$ cat src/render_settings.svh
`ifndef RENDER_SETTINGS_SVH
`define RENDER_SETTINGS_SVH

// Playfield grid, counted in tiles
`define GRID_COLS       30
`define GRID_ROWS       14
`define TILE_SIZE       8       // Pixels per tile edge

// Visible area is exactly the grid
`define SCREEN_W        240
`define SCREEN_H        112

`define COLOR_BITS      12      // 4-4-4 RGB
`define FB_ADDR_BITS    15

`define BG_COLOR        12'h000 // Black
`define FOOD_COLOR      12'hccc // Light grey
`define PLAYER_COLOR    12'hff0 // Yellow

// APB byte offsets
`define REG_CTRL        8'h00
`define REG_STATUS      8'h04
`define REG_PLAYER      8'h08
`define REG_FOOD_BASE   8'h40   // One word per grid row, stride 4

`endif

$ cat src/render_pkg.sv
`include "render_settings.svh"

package render_pkg;

    // Pixel and framebuffer word
    typedef logic [`COLOR_BITS-1:0]   color_t;
    typedef logic [`FB_ADDR_BITS-1:0] fb_addr_t;   // row * SCREEN_W + column

    // Grid coordinates
    typedef logic [$clog2(`GRID_COLS)-1:0] col_t;
    typedef logic [$clog2(`GRID_ROWS)-1:0] row_t;

    // Screen coordinates
    typedef logic [$clog2(`SCREEN_W)-1:0] pix_x_t;
    typedef logic [$clog2(`SCREEN_H)-1:0] pix_y_t;

    // Facing of the player sprite
    typedef enum logic [1:0] {RIGHT, LEFT, UP, DOWN} dir_t;

    // Frame sequencer states
    typedef enum logic [1:0] {IDLE, TILES, PLAYER} seq_state_t;

    // One bit per column
    typedef logic [`GRID_COLS-1:0] food_row_t;

endpackage

$ cat src/apb_regs.sv
`timescale 1ns/10ps
`include "render_settings.svh"

module apb_regs import render_pkg::*; (
    input  logic        clock,
    input  logic        resetn,
    input  logic [7:0]  paddr,
    input  logic        psel,
    input  logic        penable,
    input  logic        pwrite,
    input  logic [31:0] pwdata,
    output logic [31:0] prdata,
    output logic        pready,
    output logic        pslverr,
    input  logic        busy,
    input  logic        frame_done,
    output logic        start_frame,
    output logic        scan_enable,
    output col_t        player_col,
    output row_t        player_row,
    output dir_t        player_dir,
    input  row_t        food_row_sel,
    output food_row_t   food_row
);

    logic       access;                     // APB access phase
    logic       is_ctrl, is_status, is_player, is_food;
    logic [7:0] food_off;
    row_t       food_idx;
    logic       busy_any;
    logic       wr_ok;
    logic       done_flag;
    food_row_t  food_q [`GRID_ROWS];

    assign access   = psel && penable;
    assign busy_any = busy || start_frame;  // Covers the gap before the FSM leaves IDLE

    // Address decode
    assign food_off  = paddr - `REG_FOOD_BASE;
    assign food_idx  = row_t'(food_off[5:2]);
    assign is_ctrl   = (paddr == `REG_CTRL);
    assign is_status = (paddr == `REG_STATUS);
    assign is_player = (paddr == `REG_PLAYER);
    assign is_food   = (paddr >= `REG_FOOD_BASE) && (food_off[7:2] < `GRID_ROWS) &&
                       (paddr[1:0] == 2'b00);

    assign pready  = 1'b1;                  // Zero wait states
    assign pslverr = access && (!(is_ctrl || is_status || is_player || is_food) ||
                     (pwrite && busy_any && (is_player || is_food)));
    assign wr_ok   = access && pwrite && !pslverr;

    // Read mux
    always_comb begin
        prdata = 32'h0;
        if (is_ctrl)
            prdata = {30'h0, scan_enable, 1'b0};    // Start reads back as 0
        else if (is_status)
            prdata = {30'h0, done_flag, busy_any};
        else if (is_player)
            prdata = {14'h0, player_dir, 4'h0, player_row, 3'h0, player_col};
        else if (is_food)
            prdata = {2'b00, food_q[food_idx]};
    end

    always_ff @(posedge clock) begin
        if (!resetn) begin
            start_frame <= 1'b0;
            scan_enable <= 1'b0;
            done_flag   <= 1'b0;
            player_col  <= '0;
            player_row  <= '0;
            player_dir  <= RIGHT;
            for (int r = 0; r < `GRID_ROWS; r++)
                food_q[r] <= '0;
        end else begin
            // One-cycle start pulse, only when idle
            start_frame <= wr_ok && is_ctrl && pwdata[0] && !busy_any;
            if (wr_ok && is_ctrl)
                scan_enable <= pwdata[1];
            if (start_frame)
                done_flag <= 1'b0;      // New frame clears sticky done
            else if (frame_done)
                done_flag <= 1'b1;
            if (wr_ok && is_player) begin
                player_col <= pwdata[4:0];
                player_row <= pwdata[11:8];
                player_dir <= dir_t'(pwdata[17:16]);
            end
            if (wr_ok && is_food)
                food_q[food_idx] <= pwdata[`GRID_COLS-1:0];
        end
    end

    assign food_row = food_q[food_row_sel];     // Row lookup for the tile pass

    // Master must select before enabling
    a_penable_psel: assert property (@(posedge clock) disable iff (!resetn)
        $rose(penable) |-> psel);

endmodule

$ cat config.mk
export PLATFORM = sky130hd
export DESIGN_NAME = apb_regs
export DESIGN_NICKNAME = d
export VERILOG_FILES = /design/src/render_pkg.sv /design/src/apb_regs.sv
export VERILOG_INCLUDE_DIRS = /design/src
export SDC_FILE = /design/constraint.sdc
export NUM_CORES = 1
export LEC_CHECK = 0
export ABC_CLOCK_PERIOD_IN_PS = 12100
export BUFFER_PORTS_ARGS = -buffer_cell sky130_fd_sc_hd__buf_4
export CAP_MARGIN = 20
export CORE_ASPECT_RATIO = 1.75
export CORE_MARGIN = 8
export CORE_UTILIZATION = 35
export CTS_CLUSTER_SIZE = 14
export DETAILED_ROUTE_END_ITERATION = 16
export MAX_ROUTING_LAYER = met4
export SLEW_MARGIN = 20
export SYNTH_ARGS = -nofsm -noshare
export SYNTH_HDL_FRONTEND = slang
export SYNTH_SLANG_ARGS = --single-unit
export TNS_END_PERCENT = 1
$ cat constraint.sdc
create_clock -name clock -period 12.1 [get_ports clock]
set_input_delay 3.025 -clock clock [delete_from_list [all_inputs] [get_ports clock]]
set_output_delay 3.025 -clock clock [all_outputs]
set_load 0.1 [all_outputs]
# ---- After elaboration in Yosys (flattened, before gate mapping)
# Memory sizes are Yosys's and may differ from the RTL's.
# Cells that the tools add are included.
dict set report classes {
  add_sub_neg 1
  n_lt_le_gt_ge 2
  n_eq_ne 2
  muxes 11
  bitwise_logic 1
  n_reduce_logical 26
}
# cell count
set op_table {}
lappend op_table {{2-to-1 mux 30 bit} 5}
lappend op_table {{OR reduction 30 bit} 1}
lappend op_table {{logical AND 1 bit} 13}
lappend op_table {{== test 8 x 3 -> 1 bit (second input constant)} 1}
lappend op_table {{== test 8 x 4 -> 1 bit (second input constant)} 1}
lappend op_table {{greater-or-equal comparator 8 x 7 -> 1 bit (second input constant)} 1}
lappend op_table {{logical NOT 8 bit} 1}
lappend op_table {{subtractor 8 x 7 -> 8 bit (second input constant)} 1}
lappend op_table {{logical OR 1 bit} 6}
lappend op_table {{< comparator 6 x 4 -> 1 bit (second input constant)} 1}
lappend op_table {{2-to-1 mux 1 bit} 5}
lappend op_table {{2-to-1 mux 4 bit} 1}
lappend op_table {{logical NOT 1 bit} 3}
lappend op_table {{logical NOT 2 bit} 1}
lappend op_table {{OR reduction 2 bit} 1}
lappend op_table {{NOT 1 bit} 1}
dict set report totals {
  register_bits 14
  mem_bits_rw 420
  inputBits 51
  output_inout_bits 77
  word_cells 50
  memories 1
}
# memory words width read_ports rd_ports_with_merged_regs wr line
set mem_list {}
lappend mem_list {food_q 14 30 2 0 14 apb_regs.sv:33} ;# food_row_t food_q [`GRID_ROWS];

# ---- Longest topological paths before layout
# Gate-level depths: netlist of the first run.
dict set report logic_depth {
  word_depth 16
  ltp_mapped 7
}

# ---- Worst setup path before layout of the first run
# Ideal clock, no wire load.
dict set report synth_path {
  kind {input to output}
  start {input paddr[3]}
  end {output pslverr}
  arrival_ns 6.334
  required_time_ns 9.075
  slack_ns 2.741
  path_stages 5
  path_buffers 3
  cell_sequence {buf_2 > buf_2 > buf_1 > nand3_1 > a311oi_1}
}
dict set report synth_via {
  elab_chain_cells 8
}
# item line
set synth_rtl {}
lappend synth_rtl {{from (decl)} apb_regs.sv:7} ;# input logic [7:0] paddr,
lappend synth_rtl {{subtractor 8 x 7 -> 8 bit (no line)} --}
lappend synth_rtl {{< comparator 6 x 4 -> 1 bit (no line)} --}
lappend synth_rtl {{logical AND 1 bit (2 in a row)} apb_regs.sv:44} ;# assign is_food = (paddr >= `REG_FOOD_BASE) && (food_off[7:2] < `GRID_ROWS) &&
lappend synth_rtl {{logical OR 1 bit, on equally long branches} {apb_regs.sv:48, apb_regs.sv:49}}
lappend synth_rtl {{logical NOT 1 bit / logical AND 1 bit (equally long branches)} {apb_regs.sv:48, apb_regs.sv:49}}
lappend synth_rtl {{logical OR 1 bit (*)} apb_regs.sv:48} ;# assign pslverr = access && (!(is_ctrl || is_status || is_player || is_food) ||
lappend synth_rtl {{logical AND 1 bit (*)} apb_regs.sv:48}
lappend synth_rtl {{to (decl)} apb_regs.sv:14} ;# output logic pslverr,
# Every way passes the cells marked *; elsewhere a longest branch is shown, timed or not.

# ---- Worst setup path after layout of the first run
dict set report layout_path {
  start {input paddr[1]}
  end {output prdata[7]}
}
dict set report layout_via {
  elab_chain_cells 8
}
# item line
set layout_rtl {}
lappend layout_rtl {{subtractor 8 x 7 -> 8 bit (no line)} --}
lappend layout_rtl {{< comparator 6 x 4 -> 1 bit (no line)} --}
lappend layout_rtl {{logical AND 1 bit (2 in a row)} apb_regs.sv:44}
lappend layout_rtl {{2-to-1 mux 30 bit} apb_regs.sv:61} ;# else if (is_food)
lappend layout_rtl {{2-to-1 mux 30 bit} apb_regs.sv:59} ;# else if (is_player)
lappend layout_rtl {{2-to-1 mux 30 bit} apb_regs.sv:57} ;# else if (is_status)
lappend layout_rtl {{2-to-1 mux 30 bit (*)} apb_regs.sv:55} ;# if (is_ctrl)
lappend layout_rtl {{to (decl)} apb_regs.sv:12} ;# output logic [31:0] prdata,
# Marks and branches as above.

==> metrics.yaml, run 1 <==
period_needed_ps: 8920
synth_top_area_frac: 0.568
grt_pass1_vias: 16900
r2r_start: "start_frame$_SDFF_PN0_"
die_h_um: 372
drive_gt1_frac: 0.302
required_ps: 9070
synthFlopType: "edfxtp_1"
grt_remaining_overflow: 0
drc: 0
dieArea_um2: 81700
syn2layout_area_growth_pct: 15.0
fin_ws_ps: 3180
routed_via_density: 5.79
yosysWarnings: 0
post_cts_buffers: 0
rows: 130
ant_nets: 0
hp-class: "flip-flop to flip-flop"
holdWs_ps: 484
max_freq_mhz: 112
drv_slew: 0
finalSetupViolations: 0
synthTopCellsByArea: "edfxtp_1 (57%), mux4_2 (24%), and2_1 (5.9%), nor2_1 (2.8%), mux2i_1 (2.0%)"
p_leak_nw: 9.70
worstSetupEndpoint: "prdata[7]"
swShare: 0.257
clkTransAtPathRegs_ps: 60
power.switching_mw: 1.08
antenna_found_initial: 1
gp_congestion: 0.792
h-tree-depth: 2
rr_worst_depth: 5
clockPowerShare: 0.381
path_max_fanout: 19
grt_max_degree: 121
rsz0062_at_grt: "no"
io_pins: 128
setup.worst_path.start: "paddr[1]"
seq_area_frac_synth: 0.579
critPathKind: "input pin to output pin"
grt_first_pass_wirelength_um: 112000
cts_buffers: 49
r2r_setup_slack_ps: 8650
status: "finished clean"
combPwrFrac: 0.140
cts_tree: "built"
crit_arrival_ps: 5890
die_w_um: 220
port_buffers: 122
core-area_um2: 71700
seqPwrFrac: 0.480
vias: 15600
final_hold_viol_count: 0
fin_crit_sh: 0.737
async_flop_share: 0
synth_cells: 1612
synth_area_leader_cell: "edfxtp_1"
intPower_mw: 3.10
grt_use_total: 0.195
first_iter_violations: 1584
synth.distinct_cells: 42
tns_ps: 0
nets: 1787
end_kind: "output pin"
synth_edf_count: 480
maxSlewHeadroom: 0.300
ir_drop_mv: 0.102
syn_area_per_cell_um2: 15.7
p_per_area_nw_per_um2: 143
synthesis.area_um2: 25400
post_cts_resized: 0
fin_skew_ps: 10.2
hpwl_um: 44500
cp-start-kind: "input pin"
wl_per_cell_um: 28.8
cts.sinks: 494
maxCapViolations: 0
dpl_worst_slack_ps: 3150
drtPass1Iterations: 5
nFillCells: 6440
initial_core_util: 0.354
rr_endpoint: "food_q[10][18]$_SDFFCE_PN0P_"
wirelength_um: 77900
clock_latency_ps: 580
max_slew.worst_pin.slew_ps: 1050
clockBufferDepth: 3
clockRootBuffer: "clkbuf_16"
cts_hold_buf: 0
ys_ff_latch: 494
-- Yosys cell counts (2+ instances only) --
master,n
a21boi_0,12
a21oi_1,2
a22oi_1,8
and2_1,241
and3_1,2
buf_1,11
buf_2,48
buf_4,3
clkbuf_1,66
clkbuf_2,18
conb_1,2
dfxtp_1,14
edfxtp_1,480
mux2i_1,50
mux4_2,268
nand2_1,81
nand2b_1,13
nand3_1,18
nor2_1,187
nor2b_1,5
nor4_2,9
o211ai_1,7
o21ai_0,23
o22ai_1,23
or2_2,4
-- worst max-delay path, cell delays in order --
cell	delay [ps]
buf_4	130
nor4b_4	690
nand3_2	900
o22ai_1	740
buf_4	390
-- cell type report --
type | instances | area (um2) | share of cell area
antenna | 1 | 2.50 | 0.0000858
clock buffer | 66 | 1380 | 0.0474
clock inverter | 24 | 268 | 0.00918
inverter | 1 | 3.75 | 0.000129
multi-input combinational | 1032 | 10400 | 0.358
sequential | 494 | 14700 | 0.504
tap | 924 | 1160 | 0.0396
timing repair buffer | 158 | 1230 | 0.0421
-- per-layer routing --
metal / GRT usage / wire length (um) / vias to the layer above / share of wire
li1: - / - / 6483 / -
met1: 0.240 / 29600 / 8260 / 0.38
met2: 0.328 / 39800 / 756 / 0.51
met3: 0.0247 / 5670 / 142 / 0.073
met4: 0.0669 / 2700 / 0 / 0.035
met5: - / 0 / - / 0
-- power groups by stage --
stage | Combinational (mW) | Clock [mW] | Sequential, mW
after floorplan | 0.418 | 0 | 2.03
after global placement | 0.585 | 0 | 2.03
after detailed placement | 0.588 | 0 | 2.04
after CTS | 0.589 | 1.61 | 2.01
after global routing | 0.608 | 1.67 | 2.02
final | 0.583 | 1.59 | 2.01
-- cell usage in the layout (no fill, tap or decap), types with 2 or more instances in the layout --
| master | count |
|---|---|
| clkinv_1 | 5 |
| nand2b_1 | 4 |
| mux4_2 | 268 |
| nand3_1 | 17 |
| o22ai_1 | 23 |
| nor2b_1 | 4 |
| a22oi_1 | 8 |
| nor4_4 | 8 |
| nor2_1 | 187 |
| a21boi_0 | 12 |
| buf_12 | 2 |
| clkinv_2 | 12 |
| mux2i_1 | 50 |
| o21ai_4 | 6 |
| nand2b_2 | 9 |
| clkbuf_8 | 7 |
| edfxtp_1 | 480 |
| o211ai_1 | 7 |
| a21oi_1 | 2 |
| buf_4 | 153 |
| bufinv_16 | 6 |
| or2_2 | 4 |
| and2_1 | 241 |
| dfxtp_1 | 14 |
| conb_1 | 63 |
| nand2_1 | 81 |
| o21ai_0 | 17 |
| clkbuf_16 | 51 |
| clkbuf_1 | 10 |
| and3_1 | 2 |
-- flip-flops by register name (all words and copies together) (netlist names) --
name         cells
player_row       4
done_flag        1
scan_enable      1
start_frame      1
player_col       5
player_dir       2
food_q         480
-- through the flow --
step                      power (mW)  std cells  cell area, um2  utilization
final                           4.18       2700           29200        0.407
after global routing            4.29       2700           29200        0.407
after CTS                       4.21       2699           29200        0.407
after detailed placement        2.63       2609           27500        0.384
after global placement          2.62       2609           27500        0.384
after floorplan                 2.44       1673           25600            -
-- logic make-up after synthesis --
| kind of cell | Yosys count | synth area share |
|---|---|---|
| buffers and inverters | 147 | 0.0254 |
| DFF | 494 | 0.579 |
| other | 2 | 0.000296 |
| AOI/OAI and AO/OA | 82 | 0.0210 |
| muxes | 319 | 0.258 |
| and+or+nand+nor | 568 | 0.116 |
-- worst min path at each step --
| stage | from | to | slack, ps | cells past startpoint |
|---|---|---|---|---|
| after CTS | done_flag$_SDFFE_PP0P_ | done_flag$_SDFFE_PP0P_ | 480 | 2 |
| final | done_flag$_SDFFE_PP0P_ | done_flag$_SDFFE_PP0P_ | 480 | 2 |
| after detailed placement | done_flag$_SDFFE_PP0P_ | done_flag$_SDFFE_PP0P_ | 470 | 2 |
| after floorplan | done_flag$_SDFFE_PP0P_ | done_flag$_SDFFE_PP0P_ | 430 | 2 |
| after global routing | done_flag$_SDFFE_PP0P_ | done_flag$_SDFFE_PP0P_ | 520 | 2 |
| after global placement | done_flag$_SDFFE_PP0P_ | done_flag$_SDFFE_PP0P_ | 470 | 2 |
Power figures use the tool's default switching activity.
==> run 2, diff against run 1 <==
Settings changed: ABC_CLOCK_PERIOD_IN_PS 12100 to 9100.
Clock period 12.1 ns to 9.1 ns, I/O delays scaled along.
==> run 2 against run 1 <==
Clock skew up 5.4 ps. Non-clock buffer count up 5. Sequential power up 33%. First-iteration DRC count down 2.1%. Hold slack better by 4.5 ps. Clock-buffer cell count up 10. Largest power group unchanged. Cell count about the same. Combinational power up 33%. Highest routed layer unchanged. Core utilization down 0.24 points. Clock power up 19%. Critical path depth up 2. Critical endpoint is now prdata[17].
==> metrics.yaml, run 2 (synthesis results as in run 1) <==
initial_core_util: 0.354
die_w_um: 220
status: "finished clean"
crit_family: "buffers and inverters"
first_iter_violations: 1551
drive_gt1_frac: 0.295
cts_buffers: 48
fin_skew_ps: 15.6
hp-class: "flip-flop to flip-flop"
nFillCells: 6454
rsz0062_at_grt: "no"
post_cts_resized: 0
grt_pass1_vias: 17100
crit_arrival_ps: 5170
ir_drop_mv: 0.140
grt_use_total: 0.193
tns_ps: 0
final_hold_viol_count: 0
clockBufferDepth: 3
critPathKind: "input pin to output pin"
p_leak_nw: 9.60
regMostFlops: "food_q"
fin_crit_sh: 0.818
largestRegisters: "food_q (480), player_col (5), player_row (4)"
die_h_um: 372
gp_congestion: 0.776
rows: 130
ant_nets: 0
max_slew.worst_pin.slew_ps: 1070
dieArea_um2: 81700
final_common_cell: "edfxtp_1"
path_common_cell: "buf_4"
path_cells: "clkbuf_8 -> buf_4 -> mux2i_1 -> o2bb2ai_1 -> a22oi_1 -> o21ai_0 -> buf_4"
port_buffers: 122
p_per_area_nw_per_um2: 184
path_max_fanout: 63
cts_tree: "built"
end_kind: "output pin"
finalSetupViolations: 0
max_freq_mhz: 134
routed_via_density: 5.75
syn2layout_area_growth_pct: 14.3
post_cts_buffers: 0
clockRootBuffer: "clkbuf_16"
cp-start-kind: "input pin"
cts_hold_buf: 0
core-area_um2: 71700
drtPass1Iterations: 5
grt_max_degree: 64
slowest_delay_ps: 630
period_needed_ps: 7450
largest_register_ff_count: 480
maxCapViolations: 0
wirelength_um: 76900
drv_slew: 0
critPathBufInv: 3
drc: 0
h-tree-depth: 2
vias: 15500
slowest_stage: "clkbuf_8"
placed_cells_incl_taps: 2614
hpwl_um: 45600
wl_per_cell_um: 28.5
p_total_mw: 5.33
final_cell_mix: "edfxtp_1 (480), mux4_2 (268), and2_1 (241)"
cts.sinks: 494
required_ps: 6830
grt_remaining_overflow: 0
maxSlewHeadroom: 0.281
finalNonFillerCells: 2701
antenna_found_initial: 5
io_pins: 128
clkTransAtPathRegs_ps: 60
grt_first_pass_wirelength_um: 112000
nets: 1791
clock_latency_ps: 570
==> run 2: cell types whose count changed in the layout (fill, tap and decap cells not counted), sizes merged <==
cell,before,now
clkinv,17,8
diode,1,3
inv,2,1
clkbuf,68,78
bufinv,6,0
buf,156,161
==> run 2: layer usage <==
metal / vias up / global-route usage / share of wire
met4: 0 / 0.0765 / 0.040
met5: - / - / 0
met1: 8144 / 0.231 / 0.38
met3: 175 / 0.0224 / 0.067
met2: 717 / 0.331 / 0.51
li1: 6484 / - / -
==> run 2: worst paths after layout <==
kind | cells past startpoint | slack, ps | to | start
worst max-delay path | 7 | 1650 | prdata[17] | paddr[2]
worst max register to register | 5 | 5510 | food_q[3][13]$_SDFFCE_PN0P_ | start_frame$_SDFF_PN0_
worst min register to register | 2 | 490 | done_flag$_SDFFE_PP0P_ | done_flag$_SDFFE_PP0P_
worst min-delay path | 2 | 490 | done_flag$_SDFFE_PP0P_ | done_flag$_SDFFE_PP0P_
==> run 2: final cells by class <==
class                      count  area, um2  area share
inverter                       1       3.75    0.000129
sequential                   494      14700       0.507
tap                          924       1160      0.0399
timing repair buffer         163       1260      0.0436
clock buffer                  76       1400      0.0482
multi-input combinational   1032      10400       0.360
clock inverter                 8       33.8     0.00117
antenna                        3       7.51    0.000259
==> run 2: power breakdown <==
part	total [mW]	switching, mW	internal, mW
Combinational	0.775	0.493	0.283
Sequential	2.67	0.0534	2.61
Clock	1.89	0.840	1.05
==> run 2: tightest hold or removal path, stage by stage (launching register included) <==
cell and delay, ps:
dfxtp_1 330, nor2_1 50, nor2_1 70
==> run 2: through the flow <==
step	util	hold slack [ps]	cell area, um2	setup slack (ps)
finish	0.404	489	29000	1650
global route	0.404	526	29000	1470
CTS	0.404	494	29000	1600
detailed placement	0.384	476	27600	1600
global placement	0.384	484	27600	1560
floorplan	-	433	25600	1240
==> run 3, diff against run 2 <==
Settings changed: ABC_CLOCK_PERIOD_IN_PS 9100 to 6300.
Clock period 9.1 ns to 6.3 ns, I/O delays scaled along.
==> run 3 against run 2 <==
Die area did not move. Critical path depth is the same. Flip-flop and latch count is the same.
==> metrics.yaml, run 3 (synthesis results as in run 1) <==
die_h_um: 372
cts_buffers: 47
cts_hold_buf: 0
final_common_cell: "edfxtp_1"
post_cts_buffers: 0
clockBufferDepth: 3
cts_tree: "built"
p_per_area_nw_per_um2: 264
regMostFlops: "food_q"
worstSetupEndpoint: "prdata[7]"
setup.worst_path.start: "paddr[5]"
fin_skew_ps: 9.62
final_hold_viol_count: 0
p_leak_nw: 9.72
final_cell_mix: "edfxtp_1 (480), mux4_2 (268), and2_1 (241)"
die_w_um: 220
largest_register_ff_count: 480
cts.sinks: 494
gp_congestion: 0.799
r2r_setup_slack_ps: 2880
nets: 1803
core-area_um2: 71700
vias: 15500
holdWs_ps: 475
path_max_fanout: 36
placed_cells_incl_taps: 2627
h-tree-depth: 2
rr_worst_depth: 6
ir_drop_mv: 0.222
io_pins: 128
finalNonFillerCells: 2713
wirelength_um: 78400
maxCapViolations: 0
grt_pass1_vias: 16800
design_area_um2: 29200
grt_remaining_overflow: 0
required_ps: 4720
status: "finished clean"
drtPass1Iterations: 5
initial_core_util: 0.354
wl_per_cell_um: 28.9
nFillCells: 6528
rr_endpoint: "food_q[4][12]$_SDFFCE_PN0P_"
ant_nets: 0
first_iter_violations: 1540
clockRootBuffer: "clkbuf_16"
rows: 130
final_util: 0.407
p_total_mw: 7.71
port_buffers: 122
hpwl_um: 47700
dieArea_um2: 81700
clock_latency_ps: 570
fin_crit_sh: 0.908
syn2layout_area_growth_pct: 15.2
clkTransAtPathRegs_ps: 60
dpl-instance-area_um2: 27800
rsz0062_at_grt: "no"
critPathKind: "input pin to output pin"
largestRegisters: "food_q (480), player_col (5), player_row (4)"
grt_first_pass_wirelength_um: 114000
antenna_found_initial: 3
hp-class: "flip-flop to flip-flop"
maxSlewHeadroom: 0.293
max_freq_mhz: 175
cp-start-kind: "input pin"
crit_arrival_ps: 4150
grt_max_degree: 49
routed_via_density: 5.71
period_needed_ps: 5720
r2r_start: "start_frame$_SDFF_PN0_"
drv_slew: 0
finalSetupViolations: 0
grt_use_total: 0.198
post_cts_resized: 0
end_kind: "output pin"
drive_gt1_frac: 0.300
drc: 0
max_slew.worst_pin.slew_ps: 1060
## run 3: worst min-delay path by stage
stage	start	to	slack, ps	cells after the start
3_5_place_dp	done_flag$_SDFFE_PP0P_	done_flag$_SDFFE_PP0P_	460	2
2_1_floorplan	done_flag$_SDFFE_PP0P_	done_flag$_SDFFE_PP0P_	430	2
3_3_place_gp	done_flag$_SDFFE_PP0P_	done_flag$_SDFFE_PP0P_	450	2
6_report	done_flag$_SDFFE_PP0P_	done_flag$_SDFFE_PP0P_	470	2
4_1_cts	done_flag$_SDFFE_PP0P_	done_flag$_SDFFE_PP0P_	480	2
5_1_grt	done_flag$_SDFFE_PP0P_	done_flag$_SDFFE_PP0P_	510	2
## run 3: layout make-up
cell class	count	area (um2)	area share
flip-flops and latches	494	14700	0.503
well taps	924	1160	0.0396
inverters	1	3.75	0.000128
clock buffers	66	1320	0.0452
diodes	1	2.50	0.0000856
clock inverters	19	104	0.00355
repair buffers	176	1500	0.0513
multi-input cells	1032	10400	0.357
## run 3: critical path: stages
cell and delay (ps):
buf_4 590, buf_4 600, nand2_1 170, nand3_1 120, buf_4 390, o22ai_1 280, buf_4 340
## run 3: routing by layer
layer,vias to the layer above,part of all wire,routed length (um),GRT usage
met5,-,0,0,-
met4,0,0.032,2480,0.0652
met3,132,0.061,4820,0.0201
met2,658,0.53,41200,0.344
met1,8205,0.38,29900,0.239
li1,6495,-,-,-
## run 3: report_power, final
group,internal [mW],switching (mW),total (mW)
combinational,0.421,0.715,1.14
clock,1.49,1.23,2.73
sequential,3.77,0.0788,3.85
total,5.69,2.03,7.71
## run 3: per-stage QoR
step                      setup WS [ps]  TNS [ps]
after global routing                586         0
after global placement              665         0
after CTS                           635         0
after floorplan                   -65.0     -91.5
final                               580         0
after detailed placement            639         0
